**config.mk**
```make
export PLATFORM = sky130hd
export DESIGN_NAME = rx_frame_classify
export DESIGN_NICKNAME = d
export VERILOG_FILES = /design/src/rx_mac_pkg.sv /design/src/rx_frame_classify.sv
export VERILOG_INCLUDE_DIRS = /design/src
export SDC_FILE = /design/constraint.sdc
export NUM_CORES = 1
export LEC_CHECK = 0
export BUFFER_PORTS_ARGS = -buffer_cell sky130_fd_sc_hd__buf_4
export CORE_ASPECT_RATIO = 0.5
export CORE_MARGIN = 1
export CORE_UTILIZATION = 35
export DETAILED_ROUTE_END_ITERATION = 7
export GPL_TIMING_DRIVEN = 1
export SLEW_MARGIN = 20
export SYNTH_ARGS = -nofsm -noshare
export SYNTH_HDL_FRONTEND = slang
export SYNTH_SLANG_ARGS = --single-unit
```
**constraint.sdc**
```tcl
create_clock -name rx_clk -period 4.3 [get_ports rx_clk]
set_input_delay 0.215 -clock rx_clk [delete_from_list [all_inputs] [get_ports rx_clk]]
set_output_delay 0.215 -clock rx_clk [all_outputs]
set_load 0.005 [all_outputs]
```
**src/rx_mac_params.svh**
```systemverilog
`ifndef RX_MAC_PARAMS_SVH
`define RX_MAC_PARAMS_SVH

// stream widths
`define RX_DATA_W     8
`define RX_IDX_W      13

// byte values on the wire
`define SFD_BYTE      8'hD5
`define TTE_TYPE_BYTE 8'h92
`define TTE_TYPE_IDX  13

// frame limits include the fcs
`define MIN_FRAME     64
`define MAX_FRAME     1518
`define TRUNC_LEN     (`MAX_FRAME + 1)

// crc register left by a good frame, msb-first order
`define CRC_RESIDUE   32'hC704_DD7B

// queue sizes
`define DATA_Q_DEPTH  4096
`define DESC_Q_DEPTH  32
`define DESC_W        16

`endif

```
**src/rx_mac_pkg.sv**
```systemverilog
`default_nettype none

`include "rx_mac_params.svh"

package rx_mac_pkg;

  // ========================================
  // byte stream from the front end
  // ========================================
  typedef struct packed {
    logic                  valid;  // one frame byte
    logic                  sof;    // with idx 0
    logic                  eof;    // valid low, cycle after last byte
    logic [`RX_DATA_W-1:0] data;
    logic [`RX_IDX_W-1:0]  idx;    // byte index after sfd
  } rx_byte_t;

  // ========================================
  // descriptor queue word
  // ========================================
  typedef struct packed {
    logic                 crc_err;
    logic                 len_err;
    logic                 tte;      // byte 13 matched
    logic [`RX_IDX_W-1:0] len;      // bytes incl fcs
  } rx_desc_t;

endpackage

`default_nettype wire

```
**src/rx_frame_classify.sv**
```systemverilog
`timescale 1ns/10ps
`default_nettype none

`include "rx_mac_params.svh"

module rx_frame_classify (
  input  logic                 rx_clk,
  input  logic                 rstn_mac,
  input  rx_mac_pkg::rx_byte_t rx_stream,
  output logic                 class_done,
  output logic                 tte,
  output logic                 len_err,
  output logic [`RX_IDX_W-1:0] len
);

  logic [`RX_IDX_W-1:0] last_idx;
  logic [`RX_IDX_W-1:0] frame_len;
  logic                 tte_seen;

  assign frame_len = last_idx + 1'b1;

  // track the type byte and the last index
  always_ff @(posedge rx_clk or negedge rstn_mac) begin
    if (!rstn_mac) begin
      tte_seen <= 1'b0;
    end else if (rx_stream.valid) begin
      if (rx_stream.sof) begin
        tte_seen <= 1'b0;  // short frames never reach byte 13
      end else if (rx_stream.idx == `TTE_TYPE_IDX) begin
        tte_seen <= (rx_stream.data == `TTE_TYPE_BYTE);
      end
    end
  end

  always_ff @(posedge rx_clk) begin
    if (rx_stream.valid) begin
      last_idx <= rx_stream.idx;
    end
  end

  // ========================================
  // report one cycle after eof
  // ========================================
  always_ff @(posedge rx_clk or negedge rstn_mac) begin
    if (!rstn_mac) begin
      class_done <= 1'b0;
      tte        <= 1'b0;
      len_err    <= 1'b0;
      len        <= '0;
    end else begin
      class_done <= rx_stream.eof;
      if (rx_stream.eof) begin
        tte     <= tte_seen;
        len     <= frame_len;
        len_err <= (frame_len < `MIN_FRAME) || (frame_len > `MAX_FRAME);
      end
    end
  end

endmodule

`default_nettype wire

```
==> results.py, run 1 <==
metrics = {
    "grt": {
        "use_met2_pct": 23.6,
        "grt_max_degree": 29,
        "grt_use_met3_pct": 4.92,
        "antenna_found_initial": 0,
        "grt_util_met1_pct": 22.1,
        "grt_usage_pct": 16.0,
        "grt_overflow": 0,
        "grt_pass1_wl_um": 5110,
        "grt_pass1_vias": 1029,
        "top_usage_layer": "met2",
    },
    "cells_and_area": {
        "nFillCells": 388,
        "seq_area_um2": 816,
        "n_antenna_cell": 0,
        "drive_gt1_share_pct": 29.1,
        "multi_input_area_um2": 603,
        "final_nets": 205,
        "areaGrowthSynthToFinish_pct": 29.0,
    },
    "power_and_ir_drop": {
        "p_int_uw": 508,
        "powerDensity_mw_per_mm2": 361,
        "switching_share_pct": 26.4,
        "pwr-share-comb_pct": 16.8,
        "seqPwrFrac_pct": 52.1,
        "p_sw_uw": 182,
        "pwr-share-clk_pct": 31.1,
        "irDropWorstVdd_mv": 0.172,
        "power_leakage_nw": 0.764,
    },
    "yosys": {
        "synth_seq_cells": 30,
        "yosys-top-cells-area": "dfrtp_1 (29%), edfxtp_1 (26%), xnor2_1 (4.1%), a21oi_1 (4.1%), nor2_1 (3.0%)",
        "yosysWarnings": 0,
        "syn-cell-area_mm2": 0.00148,
        "syn-instance-count": 136,
        "avgSynthCellArea_um2": 10.9,
        "yosysTopAreaCellShare_pct": 28.8,
        "ys_seq_area_share_pct": 55.2,
        "yosysTopAreaCell": "dfrtp_1",
        "syn-num-nets": 163,
        "ys_types": 39,
    },
    "floorplan": {
        "start_util_pct": 37.1,
        "die_h_um": 48.0,
        "std_cell_rows": 16,
        "pin_count": 42,
        "dieWidth_um": 93.9,
        "dieArea_mm2": 0.00451,
        "core_area_mm2": 0.00398,
    },
    "hold_path": {
        "hold_class": "in -> reg",
    },
    "setup_path": {
        "required_ps": 4450,
        "end_kind": "flip-flop",
        "cp-start-kind": "flip-flop",
        "critPathMaxFanout": 11,
        "worstPathArrival_ps": 2130,
        "crit_type": "reg -> reg",
    },
    "route": {
        "drt_wl_total_um": 3280,
        "vias_per_cell": 5.17,
        "drt-initial-drc-count": 178,
        "wl_per_cell_um": 14.1,
        "ant_nets": 0,
        "vias": 1205,
        "drc": 0,
        "firstDrtPassIters": 4,
    },
    "cts": {
        "cts_buffers": 5,
        "clk_latency_ps": 280,
        "root_buffer": "clkbuf_8",
        "ctsResizeCount": 0,
        "htreeDepth": 2,
        "clk_pin_slew_ps": 60,
        "cts_sinks": 30,
        "clockBufferDepth": 2,
        "cts_tree": "done",
    },
    "timing": {
        "worst_hold_slack_ps": 101,
        "fin_crit_ps": 1990,
        "setup_viol": 0,
        "finalHoldViolations": 0,
        "tns_ps": 0,
        "slew_headroom_pct": 62.4,
        "drv_slew": 0,
        "max_freq_mhz": 504,
        "rsz0062_at_grt": "no",
        "tightest_slew_ps": 559,
        "timing.final.crit_share_pct": 46.2,
        "clock_skew_ps": 4.86,
    },
    "place": {
        "port_buffers": 41,
        "dp_hpwl_um": 2370,
        "place_congestion": 0.918,
    },
    "job": {
        "maxCapViolations": 0,
    },
    "run_status": {
        "status": "completed",
    },
}
==> cells by family after synthesis <==
| family | share of synthesized area, % |
|---|---|
| compound gates | 12.9 |
| xor+xnor | 6.51 |
| simple gates | 16.9 |
| flops | 55.2 |
| fa+ha+maj | 0.846 |
| mux | 3.64 |
| buf+inv | 4.06 |
==> state kept, by name (all words and copies together) (netlist names) <==
name,count
tte,1
len_err,1
last_idx,13
len,13
tte_seen,1
class_done,1
==> placed cells by master (no fill, tap or decap), types with 2 or more instances in the layout <==
cell type,n
buf_4,41
dfrtp_1,17
edfxtp_1,13
nor2_1,12
a21oi_1,12
nand3_1,7
xnor2_1,7
nand2_1,7
nor3_1,6
inv_1,5
clkbuf_8,5
xor2_1,4
nand4_1,4
nor4_1,4
o21ai_0,4
mux2_2,3
mux2i_1,2
o31a_1,2
nor4b_1,2
o22ai_1,2
==> routing by layer <==
layer / vias to the layer above / wire length (um)
li1: 589 / -
met1: 556 / 1620
met2: 57 / 1370
met3: 3 / 276
met4: 0 / 20
met5: - / 0
==> worst paths after layout <==
check | slack (ps) | from | end | depth (start not counted)
setup / recovery | 2310 | last_idx[6] | len_err | 5
hold / removal | 100 | rx_stream[22] | tte_seen | 2
setup reg to reg | 2310 | last_idx[6] | len_err | 5
hold reg to reg | 510 | len[1] | len[1] | 1
max in group asynchronous | 3760 | rstn_mac | len[1] | 2
min in group asynchronous | 350 | rstn_mac | len[0] | 2
==> worst max-delay path, cell delays in order, from the launching register on <==
cell and delay (ps):
edfxtp_1 450, nand4_1 410, nor4_1 480, xor2_1 160
o32ai_1 290, a31oi_1 70
==> power by group through the flow <==
stage	Combinational [mW]	Clock [mW]	Sequential [mW]
after floorplan	0.0570	0	0.357
after global placement	0.115	0	0.364
after detailed placement	0.116	0	0.364
after CTS	0.118	0.222	0.359
after global routing	0.131	0.236	0.364
final	0.116	0.214	0.359
==> stage by stage <==
stage	instance area, um2	setup WS (ps)	utilization (%)	power, mW	std cells
final	1910	2310	47.9	0.690	233
after detailed placement	1810	2370	45.5	0.480	224
after global routing	1910	2110	47.9	0.731	233
after global placement	1810	2450	45.5	0.478	224
after floorplan	1480	2610	-	0.414	136
after CTS	1910	2350	47.9	0.699	233
==> final cells by class <==
type | instances | area share [%]
Clock inverter | 3 | 0.852
Inverter | 5 | 0.984
Tap cell | 54 | 3.54
Multi-Input combinational cell | 94 | 31.6
Timing Repair Buffer | 42 | 16.7
Sequential cell | 30 | 42.8
Clock buffer | 5 | 3.61
==> Yosys cell counts, drive strengths merged <==
master / n
nand4: 4
or4: 1
a2111o: 1
o31a: 2
nor3: 6
nand2b: 1
a31oi: 1
nand2: 7
o32ai: 1
a21oi: 12
o22ai: 2
and2: 1
nor3b: 1
a211oi: 1
buf: 6
a211o: 1
clkbuf: 1
nor4: 4
inv: 5
nor2: 12
nor4b: 2
dfrtp: 17
o21ai: 4
a2bb2oi: 1
ha: 1
mux2i: 2
a21o: 1
o21a: 1
mux2: 3
nand4b: 1
a311oi: 1
xnor2: 7
nand3: 7
xor2: 4
edfxtp: 13
and4b: 1
==> what timing repair did <==
action,4_1_cts,5_1_grt
hold buffers,1,0
buffers inserted,0,0
endpoints found under the hold margin,17,0
Note: power is estimated with default switching activity, not from simulation.
==> inputs of run 2 (changes only) <==
clock period = 1.65 ns   (was 4.3 ns; I/O delays follow)
==> results.py, run 2 (same netlist as run 1, synthesis figures left out) <==
metrics = {
    "floorplan": {
        "pin_count": 42,
        "core_area_mm2": 0.00398,
        "dieWidth_um": 93.9,
        "start_util_pct": 37.1,
        "std_cell_rows": 16,
        "dieArea_mm2": 0.00451,
        "die_h_um": 48.0,
    },
    "power_and_ir_drop": {
        "p_sw_uw": 488,
        "power_leakage_nw": 0.940,
        "irDropWorstVdd_mv": 0.393,
        "powerDensity_mw_per_mm2": 827,
        "pwr-share-comb_pct": 22.1,
        "switching_share_pct": 25.9,
        "p_int_mw": 1.39,
        "seqPwrFrac_pct": 48.9,
        "pwr-share-clk_pct": 29.1,
    },
    "setup_path": {
        "cp-start-kind": "flip-flop",
        "required_ps": 1840,
        "crit_chain": "a211o_1, a2111o_1, a211oi_2, o32ai_1, a31oi_1",
        "worstPathArrival_ps": 1950,
        "path_delay_family": "compound AO/OA/AOI/OAI gates",
        "critPathMaxStageDelay_ps": 480,
        "r2r_slack_ps": -110,
        "critPathMaxFanout": 4,
        "crit_type": "reg -> reg",
        "crit_slowest_cell": "edfxtp_1",
        "end_kind": "flip-flop",
        "cp_num_buf_inv": 0,
    },
    "timing": {
        "slew_headroom_pct": 79.6,
        "finalHoldViolations": 0,
        "fin_crit_ps": 1760,
        "timing.final.crit_share_pct": 106,
        "setup_ws_ps": -106,
        "clock_skew_ps": 4.86,
        "setup_viol": 2,
        "drv_slew": 0,
        "tightest_slew_ps": 303,
        "max_freq_mhz": 570,
        "tns_ps": -171,
        "rsz0062_at_grt": "yes",
    },
    "route": {
        "drc": 0,
        "drt-initial-drc-count": 99,
        "vias": 1333,
        "firstDrtPassIters": 4,
        "ant_nets": 0,
        "vias_per_cell": 4.96,
        "wl_per_cell_um": 13.2,
        "drt_wl_total_um": 3540,
    },
    "job": {
        "maxCapViolations": 0,
    },
    "cells_and_area": {
        "final_common_cell": "buf_4",
        "top_regs": "last_idx: 13 flops, len: 13 flops",
        "areaGrowthSynthToFinish_pct": 54.0,
        "fin_cells": 269,
        "layout_common_cells": "buf_4 (63), dfrtp_1 (17), dlygate4sd3_1 (15), edfxtp_1 (13), nor2_1 (12)",
        "final_nets": 241,
        "postLayoutCoreUtil_pct": 57.2,
        "n_antenna_cell": 0,
        "drive_gt1_share_pct": 39.1,
    },
    "grt": {
        "grt_max_degree": 23,
        "grt_overflow": 0,
        "grt_pass1_vias": 1205,
        "grt_pass1_wl_um": 5480,
        "grt_usage_pct": 17.3,
        "antenna_found_initial": 0,
    },
    "place": {
        "place_congestion": 0.897,
        "port_buffers": 41,
        "dp_hpwl_um": 2440,
        "dp.cells": 241,
    },
    "cts": {
        "cts_buffers": 5,
        "clk_pin_slew_ps": 60,
        "clockBufferDepth": 2,
        "cts_tree": "done",
        "root_buffer": "clkbuf_8",
        "clk_latency_ps": 280,
        "cts_sinks": 30,
        "htreeDepth": 2,
    },
    "run_status": {
        "violations": "negative setup slack",
        "status": "finished, violations left",
    },
    "hold_path": {
        "hold_class": "in -> reg",
    },
}
run 2: changes by cell type in the layout (fill, tap and decap cells not counted), sizes merged:
cell	delta
buf	+22
clkbuf	+1
clkinvlp	-1
dlygate4sd3	+14
run 2: layout make-up:
type | instances | area (um2)
inverters | 5 | 18.8
clock inverters | 2 | 8.76
multi-input cells | 94 | 671
fillers | 374 | 1710
well taps | 54 | 67.6
clock buffers | 6 | 72.6
flip-flops and latches | 30 | 816
repair buffers | 78 | 623
run 2: power by group through the flow:
stage | clock network, mW | logic (mW) | registers, mW
floorplan | 0 | 0.150 | 0.931
global route | 0.589 | 0.456 | 0.933
global placement | 0 | 0.353 | 0.929
CTS | 0.562 | 0.404 | 0.919
finish | 0.547 | 0.415 | 0.920
detailed placement | 0 | 0.354 | 0.932
run 2: worst paths after layout:
kind                          startpoint      end  depth (start not counted)
max in group asynchronous       rstn_mac  len[12]                          2
min in group asynchronous       rstn_mac   len[6]                          2
setup reg to reg             last_idx[1]  len_err                          5
hold / removal             rx_stream[21]   len[9]                          3
hold reg to reg                      tte      tte                          1
setup / recovery             last_idx[1]  len_err                          5
run 2: what timing repair did:
| item | CTS | global route |
|---|---|---|
| hold endpoints to repair | 31 | 0 |
| hold buffers | 15 | 0 |
| setup endpoints to repair | 2 | 4 |
| setup buffers | 3 | 2 |
| resized for setup | 6 | 6 |
| pin swaps | 3 | 7 |
run 2: layer usage:
layer	GRT usage (%)	vias to the layer above	part of all wire, %
li1	-	664	-
met1	22.3	610	48
met2	26.4	51	43
met3	5.71	8	6.0
met4	9.54	0	2.1
met5	0	-	0
run 2: tightest hold or removal path: cells and delay by family:
family,cells,cell delay [ps]
AOI/OAI and AO/OA,2,130
buffers and inverters,1,130
run 2: through the flow:
step / hold WS [ps] / cell area [um2] / worst slack (ps) / total power [mW]
floorplan: -213 / 1490 / 27.1 / 1.08
global route: 139 / 2280 / -206 / 1.98
finish: 105 / 2280 / -106 / 1.88
CTS: 113 / 2230 / -73.7 / 1.88
global placement: -40.8 / 1950 / -88.7 / 1.28
detailed placement: -37.3 / 1950 / -129 / 1.29
==> inputs of run 3 (changes only) <==
--- a/config.mk
+++ b/config.mk
@@ -10,7 +10,9 @@
 export CORE_ASPECT_RATIO = 0.5
 export CORE_MARGIN = 1
-export CORE_UTILIZATION = 35
+export CORE_UTILIZATION = 46
 export DETAILED_ROUTE_END_ITERATION = 7
 export GPL_TIMING_DRIVEN = 1
+export HOLD_SLACK_MARGIN = 0.12
+export PLACE_DENSITY = 0.75
 export SLEW_MARGIN = 20
 export SYNTH_ARGS = -nofsm -noshare
==> constraint.sdc (replaced) <==
create_clock -name rx_clk -period 1.65 [get_ports rx_clk]
set_input_delay 0.2475 -clock rx_clk [delete_from_list [all_inputs] [get_ports rx_clk]]
set_output_delay 0.2475 -clock rx_clk [all_outputs]
set_load 0.005 [all_outputs]
==> results.py, run 3 (same netlist as run 1, synthesis figures left out) <==
metrics = {
    "run_status": {
        "status": "finished, violations left",
        "violations": "negative setup slack",
    },
    "floorplan": {
        "dieArea_mm2": 0.00346,
        "dieWidth_um": 82.2,
        "core_area_mm2": 0.00303,
        "start_util_pct": 48.8,
        "die_h_um": 42.1,
        "std_cell_rows": 14,
        "pin_count": 42,
    },
    "hold_path": {
        "hold_class": "in -> reg",
        "holdCritStartpoint": "rx_stream[22]",
    },
    "timing": {
        "tightest_slew_ps": 337,
        "setup_viol": 1,
        "fin_crit_ps": 1750,
        "drv_slew": 0,
        "tns_ps": -98.5,
        "slew_headroom_pct": 77.3,
        "setup_ws_ps": -98.5,
        "clock_skew_ps": 2.66,
        "rsz0062_at_grt": "yes",
        "timing.final.crit_share_pct": 106,
        "finalHoldViolations": 0,
        "max_freq_mhz": 572,
    },
    "setup_path": {
        "crit_type": "reg -> reg",
        "worstPathArrival_ps": 1890,
        "end_kind": "flip-flop",
        "cp-start-kind": "flip-flop",
        "critPathMaxFanout": 5,
        "cp-startpoint": "last_idx[1]",
        "required_ps": 1790,
        "r2r_start": "last_idx[1]",
    },
    "route": {
        "vias": 1287,
        "drt_wl_total_um": 3330,
        "firstDrtPassIters": 4,
        "vias_per_cell": 5.43,
        "wl_per_cell_um": 14.1,
        "drt-initial-drc-count": 175,
        "ant_nets": 0,
        "drc": 0,
    },
    "cells_and_area": {
        "multi_input_area_um2": 639,
        "layout_common_cells": "buf_4 (59), dfrtp_1 (17), edfxtp_1 (13), nor2_1 (12), a21oi_1 (12)",
        "top_regs": "last_idx: 13 flops, len: 13 flops",
        "drive_gt1_share_pct": 37.1,
        "nFillCells": 232,
        "areaGrowthSynthToFinish_pct": 39.2,
        "fin_cells": 237,
        "final_cell_area_mm2": 0.00206,
        "n_antenna_cell": 0,
        "final_nets": 223,
        "final_common_cell": "buf_4",
        "seq_area_um2": 816,
    },
    "power_and_ir_drop": {
        "p_sw_uw": 467,
        "p_int_mw": 1.36,
        "pwr-share-comb_pct": 20.2,
        "power_leakage_nw": 0.854,
        "irDropWorstVdd_mv": 0.620,
        "pwr-share-clk_pct": 29.4,
        "powerDensity_mw_per_mm2": 888,
        "power_mw": 1.83,
        "switching_share_pct": 25.5,
        "seqPwrFrac_pct": 50.3,
    },
    "cts": {
        "clk_pin_slew_ps": 60,
        "clk_latency_ps": 270,
        "clockBufferDepth": 2,
        "htreeDepth": 2,
        "cts_sinks": 30,
        "root_buffer": "clkbuf_8",
        "cts_buffers": 5,
        "cts_tree": "done",
    },
    "place": {
        "dp_hpwl_um": 2470,
        "place_congestion": 0.908,
        "placed_cell_area_mm2": 0.00192,
        "dp.cells": 225,
        "dp_slack_ps": -179,
        "port_buffers": 41,
    },
    "grt": {
        "grt_overflow": 0,
        "grt_pass1_wl_um": 5320,
        "antenna_found_initial": 0,
        "grt_usage_pct": 21.2,
        "grt_max_degree": 27,
        "grt_pass1_vias": 1143,
    },
    "job": {
        "maxCapViolations": 0,
    },
}
-- run 3: changes by cell type in the layout (fill, tap and decap cells not counted), sizes merged --
cell	change
dlygate4sd3	-14
buf	-4
-- run 3: metal layers --
metal	vias up	routed length, um	track usage, %
met1	599	1600	31.3
met2	61	1470	29.9
li1	623	-	-
met5	-	0	0
met4	0	26	6.67
met3	4	246	6.30
-- run 3: cell type report --
cell class / instances / area share (%)
tap: 40 / 2.43
sequential: 30 / 39.6
clock inverter: 2 / 0.426
clock buffer: 6 / 3.53
multi-input combinational: 94 / 31.1
inverter: 5 / 0.912
timing repair buffer: 60 / 22.0
-- run 3: stage by stage --
stage / util [%] / hold slack [ps]
floorplan: - / -48.1
CTS: 66.4 / 139
finish: 67.9 / 145
global placement: 63.3 / 124
detailed placement: 63.3 / 127
global route: 67.9 / 142
-- run 3: power groups by stage --
stage,combinational (mW),sequential [mW],clock (mW)
4_1_cts,0.358,0.917,0.555
3_3_place_gp,0.345,0.927,0
2_1_floorplan,0.150,0.931,0
3_5_place_dp,0.353,0.931,0
6_report,0.370,0.920,0.538
5_1_grt,0.407,0.928,0.595
-- run 3: worst max-delay path, cell delays in order (launching register included) --
cell and delay [ps]:
edfxtp_1 480, nand4_1 240, nor4_1 410, a21oi_1 130, o32ai_1 300, a31oi_1 70
-- run 3: what timing repair did --
| action | CTS | global route |
|---|---|---|
| setup buffers | 0 | 3 |
| endpoints found under the setup margin | 2 | 3 |
| endpoints found under the hold margin | 17 | 0 |
| gates resized for setup | 1 | 3 |
| pin swaps | 5 | 5 |
| hold buffers | 1 | 0 |
-- run 3: path summary, 6_finish.rpt --
path | end | slack (ps) | depth (start not counted)
hold / removal | tte_seen | 150 | 2
hold reg to reg | len[1] | 510 | 1
min in group asynchronous | len[12] | 380 | 2
max in group asynchronous | tte_seen | 1080 | 2
setup reg to reg | len_err | -100 | 5
setup / recovery | len_err | -100 | 5
